==> config.mk <==
export PLATFORM = sky130hd
export DESIGN_NAME = range_stream
export DESIGN_NICKNAME = d
export VERILOG_FILES = /design/src/range_stream_pkg.sv /design/src/range_gen.sv /design/src/elem_fifo.sv /design/src/range_reduce.sv /design/src/range_stream.sv
export SDC_FILE = /design/constraint.sdc
export NUM_CORES = 1
export LEC_CHECK = 0
export ABC_AREA = 1
export BUFFER_PORTS_ARGS = -buffer_cell sky130_fd_sc_hd__buf_2
export CORE_MARGIN = 1.5
export CORE_UTILIZATION = 62
export DETAILED_ROUTE_END_ITERATION = 16
export GPL_ROUTABILITY_DRIVEN = 0
export PLACE_DENSITY_LB_ADDON = 0.3
export RECOVER_POWER = 100
export REMOVE_ABC_BUFFERS = 1
export SLEW_MARGIN = 5
export SYNTH_ARGS = -nofsm -noshare
export SYNTH_HDL_FRONTEND = slang
export SYNTH_SLANG_ARGS = --single-unit
==> constraint.sdc <==
create_clock -name clk -period 6.2 [get_ports clk]
set_clock_uncertainty 0.05 [all_clocks]
set_input_delay 0.93 -clock clk [delete_from_list [all_inputs] [get_ports clk]]
set_output_delay 0.93 -clock clk [all_outputs]
set_load 0.02 [all_outputs]
==> src/range_stream_pkg.sv <==
package range_stream_pkg;

   // descriptor fields
   localparam int W_BASE = 16;       // first element of a series
   localparam int W_INCR = 16;       // step between elements
   localparam int W_CNT  = 16;       // elements per series, also the result length

   // element stream
   // elements wrap modulo 2^W_ELEM, so base + i*incr never grows past this width
   localparam int W_ELEM = 16;

   // result of one series
   localparam int W_SUM  = 24;       // running sum wraps modulo 2^W_SUM

   // elastic buffer between generator and reducer
   localparam int FIFO_DEPTH = 4;

   // pointer into the buffer storage
   localparam int W_FIFO_PTR = (FIFO_DEPTH > 1) ? $clog2(FIFO_DEPTH) : 1;

   // occupancy must also hold the value FIFO_DEPTH itself
   localparam int W_FIFO_OCC = $clog2(FIFO_DEPTH + 1);

endpackage

==> src/range_gen.sv <==
module range_gen (
   input  logic                                clk,
   input  logic                                arst_n,

   // descriptor in
   input  logic                                desc_valid,
   input  logic [range_stream_pkg::W_BASE-1:0] desc_base,
   input  logic [range_stream_pkg::W_INCR-1:0] desc_incr,
   input  logic [range_stream_pkg::W_CNT-1:0]  desc_cnt,
   output logic                                desc_ready,

   // element stream out
   output logic                                gen_valid,
   output logic                                gen_eot,
   output logic [range_stream_pkg::W_ELEM-1:0] gen_elem,
   input  logic                                gen_ready
);

   logic [range_stream_pkg::W_CNT-1:0]  idx_q;     // index of the element on the output
   logic [range_stream_pkg::W_CNT-1:0]  idx_next;
   logic [range_stream_pkg::W_ELEM-1:0] step_off;  // idx * incr, wrapped to element width
   logic                                handshake;
   logic                                last_elem;

   // the generator has no state of its own beyond the index,
   // so the element stream is valid exactly when a descriptor is offered
   assign gen_valid = desc_valid;
   assign handshake = desc_valid & gen_ready;

   assign idx_next  = idx_q + 1'b1;
   assign last_elem = (idx_next == desc_cnt);

   // multiplied increment, counting in steps of one
   assign step_off = range_stream_pkg::W_ELEM'(idx_q * desc_incr);
   assign gen_elem = range_stream_pkg::W_ELEM'(desc_base) + step_off;
   assign gen_eot  = last_elem;

   // descriptor is released together with its last element
   assign desc_ready = last_elem & handshake;

   always_ff @(posedge clk or negedge arst_n) begin
      if (!arst_n) begin
         idx_q <= '0;
      end else if (handshake) begin
         if (last_elem) begin
            idx_q <= '0;                      // ready for the next descriptor
         end else begin
            idx_q <= idx_next;
         end
      end
   end

   // a zero count would run the index through the whole counter range
   a_cnt_nonzero : assert property (
      @(posedge clk) disable iff (!arst_n)
      desc_valid |-> (desc_cnt != '0)
   ) else $error("range_gen: descriptor with zero count");

   // the elements are computed from the live descriptor, so it must
   // be held unchanged until its last element has been taken
   a_desc_stable : assert property (
      @(posedge clk) disable iff (!arst_n)
      (desc_valid && !desc_ready) |=>
         (desc_valid && $stable(desc_base) && $stable(desc_incr) && $stable(desc_cnt))
   ) else $error("range_gen: descriptor changed while pending");

endmodule

==> src/elem_fifo.sv <==
module elem_fifo (
   input  logic                                clk,
   input  logic                                arst_n,

   // write side
   input  logic                                wr_valid,
   input  logic                                wr_eot,
   input  logic [range_stream_pkg::W_ELEM-1:0] wr_elem,
   output logic                                wr_ready,

   // read side
   output logic                                rd_valid,
   output logic                                rd_eot,
   output logic [range_stream_pkg::W_ELEM-1:0] rd_elem,
   input  logic                                rd_ready
);

   localparam int DEPTH = range_stream_pkg::FIFO_DEPTH;
   localparam int W_PTR = range_stream_pkg::W_FIFO_PTR;
   localparam int W_OCC = range_stream_pkg::W_FIFO_OCC;

   logic [range_stream_pkg::W_ELEM-1:0] mem_elem [DEPTH];
   logic                                mem_eot  [DEPTH];

   logic [W_PTR-1:0] wr_ptr;
   logic [W_PTR-1:0] rd_ptr;
   logic [W_OCC-1:0] occ;
   logic             full;
   logic             wr_fire;
   logic             rd_fire;

   assign full     = (occ == W_OCC'(DEPTH));
   assign rd_valid = (occ != '0);

   // when full, a simultaneous read frees the slot being written
   assign wr_ready = ~full | rd_ready;

   assign wr_fire = wr_valid & wr_ready;
   assign rd_fire = rd_valid & rd_ready;

   assign rd_elem = mem_elem[rd_ptr];
   assign rd_eot  = mem_eot[rd_ptr];

   // storage
   always_ff @(posedge clk) begin
      if (wr_fire) begin
         mem_elem[wr_ptr] <= wr_elem;
         mem_eot[wr_ptr]  <= wr_eot;
      end
   end

   always_ff @(posedge clk or negedge arst_n) begin
      if (!arst_n) begin
         wr_ptr <= '0;
         rd_ptr <= '0;
         occ    <= '0;
      end else begin
         if (wr_fire) begin
            wr_ptr <= (wr_ptr == W_PTR'(DEPTH - 1)) ? '0 : wr_ptr + 1'b1;
         end
         if (rd_fire) begin
            rd_ptr <= (rd_ptr == W_PTR'(DEPTH - 1)) ? '0 : rd_ptr + 1'b1;
         end
         case ({wr_fire, rd_fire})
            2'b10:   occ <= occ + 1'b1;
            2'b01:   occ <= occ - 1'b1;
            default: occ <= occ;       // both or neither leaves the level unchanged
         endcase
      end
   end

   a_occ_bound : assert property (
      @(posedge clk) disable iff (!arst_n)
      occ <= W_OCC'(DEPTH)
   ) else $error("elem_fifo: occupancy above depth");

   // an empty or a full buffer has both pointers on the same slot
   a_ptr_agree : assert property (
      @(posedge clk) disable iff (!arst_n)
      (occ == '0 || occ == W_OCC'(DEPTH)) |-> (wr_ptr == rd_ptr)
   ) else $error("elem_fifo: pointers disagree with occupancy");

endmodule

==> src/range_reduce.sv <==
module range_reduce (
   input  logic                                clk,
   input  logic                                arst_n,

   // element stream in
   input  logic                                in_valid,
   input  logic                                in_eot,
   input  logic [range_stream_pkg::W_ELEM-1:0] in_elem,
   output logic                                in_ready,

   // one result per series
   output logic                                res_valid,
   output logic [range_stream_pkg::W_SUM-1:0]  res_sum,
   output logic [range_stream_pkg::W_CNT-1:0]  res_len,
   input  logic                                res_ready
);

   logic [range_stream_pkg::W_SUM-1:0] acc_sum;   // partial sum of the open series
   logic [range_stream_pkg::W_CNT-1:0] acc_len;
   logic [range_stream_pkg::W_SUM-1:0] sum_next;
   logic [range_stream_pkg::W_CNT-1:0] len_next;
   logic                               in_fire;
   logic                               close_fire;  // eot element accepted

   // only an eot element needs the result register, so only it waits
   // for the previous result to leave
   assign in_ready = ~(in_eot & res_valid & ~res_ready);

   assign in_fire    = in_valid & in_ready;
   assign close_fire = in_fire & in_eot;

   assign sum_next = acc_sum + range_stream_pkg::W_SUM'(in_elem);
   assign len_next = acc_len + 1'b1;

   always_ff @(posedge clk or negedge arst_n) begin
      if (!arst_n) begin
         acc_sum   <= '0;
         acc_len   <= '0;
         res_valid <= 1'b0;
      end else begin
         if (close_fire) begin
            acc_sum <= '0;                  // next series starts fresh
            acc_len <= '0;
         end else if (in_fire) begin
            acc_sum <= sum_next;
            acc_len <= len_next;
         end

         // a new result may replace one that is taken in the same cycle
         if (close_fire) begin
            res_valid <= 1'b1;
         end else if (res_ready) begin
            res_valid <= 1'b0;
         end
      end
   end

   // result payload, loaded with the eot element included
   always_ff @(posedge clk) begin
      if (close_fire) begin
         res_sum <= sum_next;
         res_len <= len_next;
      end
   end

   a_res_hold : assert property (
      @(posedge clk) disable iff (!arst_n)
      (res_valid && !res_ready) |=> (res_valid && $stable(res_sum) && $stable(res_len))
   ) else $error("range_reduce: result changed before it was taken");

endmodule

==> src/range_stream.sv <==
module range_stream (
   input  logic                                clk,
   input  logic                                arst_n,

   // descriptors
   input  logic                                desc_valid,
   input  logic [range_stream_pkg::W_BASE-1:0] desc_base,
   input  logic [range_stream_pkg::W_INCR-1:0] desc_incr,
   input  logic [range_stream_pkg::W_CNT-1:0]  desc_cnt,
   output logic                                desc_ready,

   // results
   output logic                                res_valid,
   output logic [range_stream_pkg::W_SUM-1:0]  res_sum,
   output logic [range_stream_pkg::W_CNT-1:0]  res_len,
   input  logic                                res_ready
);

   // generator to buffer
   logic                                gen_valid;
   logic                                gen_ready;
   logic                                gen_eot;
   logic [range_stream_pkg::W_ELEM-1:0] gen_elem;

   // buffer to reducer
   logic                                buf_valid;
   logic                                buf_ready;
   logic                                buf_eot;
   logic [range_stream_pkg::W_ELEM-1:0] buf_elem;

   range_gen u_gen (
      .clk        (clk),
      .arst_n     (arst_n),
      .desc_valid (desc_valid),
      .desc_base  (desc_base),
      .desc_incr  (desc_incr),
      .desc_cnt   (desc_cnt),
      .desc_ready (desc_ready),
      .gen_valid  (gen_valid),
      .gen_eot    (gen_eot),
      .gen_elem   (gen_elem),
      .gen_ready  (gen_ready)
   );

   // decouples the element stream from result back-pressure
   elem_fifo u_fifo (
      .clk      (clk),
      .arst_n   (arst_n),
      .wr_valid (gen_valid),
      .wr_eot   (gen_eot),
      .wr_elem  (gen_elem),
      .wr_ready (gen_ready),
      .rd_valid (buf_valid),
      .rd_eot   (buf_eot),
      .rd_elem  (buf_elem),
      .rd_ready (buf_ready)
   );

   range_reduce u_reduce (
      .clk       (clk),
      .arst_n    (arst_n),
      .in_valid  (buf_valid),
      .in_eot    (buf_eot),
      .in_elem   (buf_elem),
      .in_ready  (buf_ready),
      .res_valid (res_valid),
      .res_sum   (res_sum),
      .res_len   (res_len),
      .res_ready (res_ready)
   );

endmodule

==> reports/results.tsv <==
metric	value	unit
status	finished with violations	
violations	max-capacitance violations, max-slew violations	
synth_edf_count	108	
fp.dieW	148	microns
syn-cell-area	13000	sq um
via_per_inst	5.39	
cp_max_fo	37	
fmax	177	MHz
postCtsHoldBufs	0	
fin_area	14200	sq um
hold_viol_final	0	
synth.distinct_cells	48	
grt_pass1_vias	9923	
worst_slew_pin_slew	3.67	ns
drc	0	
slowest_stage	clkinvlp_2	
synthCells	1470	
fin_nets	1767	
worstPathBufferInverterCount	3	
path_delay_family	buffers and inverters	
syn_avg_cell_area	8.85	sq um
end_kind	register	
h-tree-depth	4	
clock-root-buffer	clkbuf_16	
crit_arrival	5.89	ns
cts_setup_buffers	0	
grt_pass1_wl	47000	microns
grt_usage	0.271	
yosysSeqAreaShare	0.372	
drt_iter0_drc	657	
final-setup-viol-count	0	
crit_required	6.46	ns
dieArea	21900	sq um
cp_cell_sequence	clkbuf_1 > inv_1 > o21ai_0 > o22ai_1 > nand2_1 > nand2_2 > or2_0 > clkinvlp_2 > a22o_1	
drv_cap	4	
ys_ff_latch	172	
port_buffers	93	
critPathKind	register to register	
dieHeight	148	microns
clock-sinks	172	
period_share	0.909	
hold_path.class	register to register	
drive_above_1_share	0.0765	
yosys_most_used_dff	edfxtp_1	
slew_headroom	-1.45	
area_delta_synth_final	8.89	%
tritoncts	yes	
ant_nets	0	
drtPass1Iterations	7	
clock_latency	0.43	ns
core_area	20400	sq um
num_vias	9838	
hpwl	20700	microns
grt-ovfl-total	0	
start_kind	register	
yosysWarnings	0	
rows	52	
grt_start_max_net_pins	65	
detail_route.wl_per_cell	15.4	microns
setup_tns	0	ns
cts_max_path_buffers	2	
antenna_found_initial	0	
period_needed	5.63	ns
slowest_delay	1.27	ns
placed_area	13700	sq um
cts_buffers	17	
wl	28200	microns
maxSlewViolCount	119	
synthArstFlopShare	0.372	
n_antenna_cell	0	
rsz0062_at_grt	no	
clk_pin_slew	0.07	ns
ctsResizeCount	0	
io_pins	94	
initial_core_util	0.637	
-- worst register-to-register path, cell delays in order (launching register included) --
cell and delay [ns]:
dfrtp_1 0.36, clkbuf_1 0.55, inv_1 0.97, o21ai_0 0.18, o22ai_1 0.24, nand2_1 0.13, nand2_2 0.49, or2_0 0.71
clkinvlp_2 1.28, a22o_1 0.58
-- stage by stage --
| stage | utilization | hold WS, ns | worst slack [ns] | std cells |
|---|---|---|---|---|
| 2_1_floorplan | - | 0.405 | 0.646 | 1418 |
| 3_3_place_gp | 0.669 | 0.423 | 0.334 | 1794 |
| 3_5_place_dp | 0.669 | 0.430 | 0.170 | 1794 |
| 4_1_cts | 0.697 | 0.450 | 0.564 | 1825 |
| 5_1_grt | 0.693 | 0.479 | 0.185 | 1825 |
| 6_report | 0.693 | 0.449 | 0.566 | 1825 |
-- cell usage after synthesis, types with 2 or more instances --
master | instances | area (sq um)
nand2_1 | 347 | 1300
inv_1 | 305 | 1140
edfxtp_1 | 108 | 3240
fa_1 | 96 | 1920
nor2_1 | 82 | 308
ha_1 | 76 | 951
o21ai_0 | 70 | 350
dfrtp_1 | 64 | 1600
nand3_1 | 51 | 255
xor2_1 | 48 | 420
clkbuf_1 | 31 | 116
a21oi_1 | 29 | 145
xnor2_1 | 25 | 219
o22ai_1 | 19 | 119
a22o_1 | 16 | 140
nand4_1 | 15 | 93.8
nand3_2 | 13 | 130
buf_2 | 9 | 45.0
buf_4 | 7 | 52.6
nor3_1 | 5 | 25.0
a21o_1 | 4 | 30.0
nand3b_1 | 4 | 30.0
a31oi_1 | 3 | 18.8
and2_1 | 3 | 18.8
inv_2 | 3 | 11.3
or2_2 | 3 | 18.8
a21boi_0 | 2 | 15.0
buf_1 | 2 | 7.51
buf_6 | 2 | 22.5
nand2_2 | 2 | 12.5
nor2_4 | 2 | 22.5
nor3_2 | 2 | 20.0
o211ai_1 | 2 | 15.0
o21a_1 | 2 | 15.0
o21bai_1 | 2 | 15.0
or2_1 | 2 | 12.5
or3_1 | 2 | 12.5
xnor3_1 | 2 | 45.0
-- area by class of cell --
type                            instances  area [sq um]
Tap cell                              270           338
Clock buffer                           17           425
Sequential cell                       172          4840
Clock inverter                         14           150
Inverter                              309          1160
Fill cell                            1601          6260
Multi-Input combinational cell        937          6750
Timing Repair Buffer                  106           495
-- placed cells by master, fill, tap and decap left out, types with 25 or more instances in the layout --
master	count
ha_1	76
o21ai_0	71
nand2_1	347
xor2_1	48
fa_1	96
buf_2	50
dfrtp_1	64
a21oi_1	29
xnor2_1	25
edfxtp_1	108
clkbuf_1	46
nand3_1	51
inv_1	306
nor2_1	81
-- metal layers --
| layer | wire [microns] | global-route usage | share of wire | vias up |
|---|---|---|---|---|
| met1 | 11600 | 0.352 | 0.41 | 4694 |
| met4 | 583 | 0.0802 | 0.021 | 0 |
| met3 | 1870 | 0.0373 | 0.066 | 42 |
| li1 | - | - | - | 4737 |
| met2 | 14100 | 0.476 | 0.50 | 365 |
| met5 | 0 | 0 | 0 | - |
-- registers in the layout (all words and copies together), names as in the netlist --
signal,cells
u_fifo.occ,3
u_reduce.res_len,16
u_fifo.mem_eot,4
u_reduce.res_valid,1
u_reduce.acc_len,16
u_fifo.rd_ptr,2
u_reduce.acc_sum,24
u_reduce.res_sum,24
u_fifo.wr_ptr,2
u_fifo.mem_elem,64
u_gen.idx_q,16
-- final timing paths --
check / from / to / slack, ns / cells after the start
setup / recovery: u_fifo.rd_ptr[0] / u_reduce.acc_sum[23] / 0.57 / 9
setup reg to reg: u_fifo.rd_ptr[0] / u_reduce.acc_sum[23] / 0.57 / 9
max in group asynchronous: arst_n / u_fifo.wr_ptr[0] / 2.22 / 2
hold reg to reg: u_reduce.acc_sum[13] / u_reduce.acc_sum[13] / 0.45 / 2
hold / removal: u_reduce.acc_sum[13] / u_reduce.acc_sum[13] / 0.45 / 2
min in group asynchronous: arst_n / u_reduce.acc_sum[9] / 1.79 / 2
-- cell families (layout without fill, tap and decap cells) --
family                   after synthesis  after routing  share of synthesized area
adder cells (fa/ha/maj)              172            172                      0.221
buffers and inverters                361            446                      0.108
AO/OA/AOI/OAI                        153            153                     0.0690
AND/OR/NAND/NOR                      537            537                      0.177
XOR/XNOR                              75             75                     0.0526
flip-flops                           172            172                      0.372
Power is left out: the tool's default activity adds up to more than one toggle a clock period on the data nets, which glitch-free logic cannot reach.
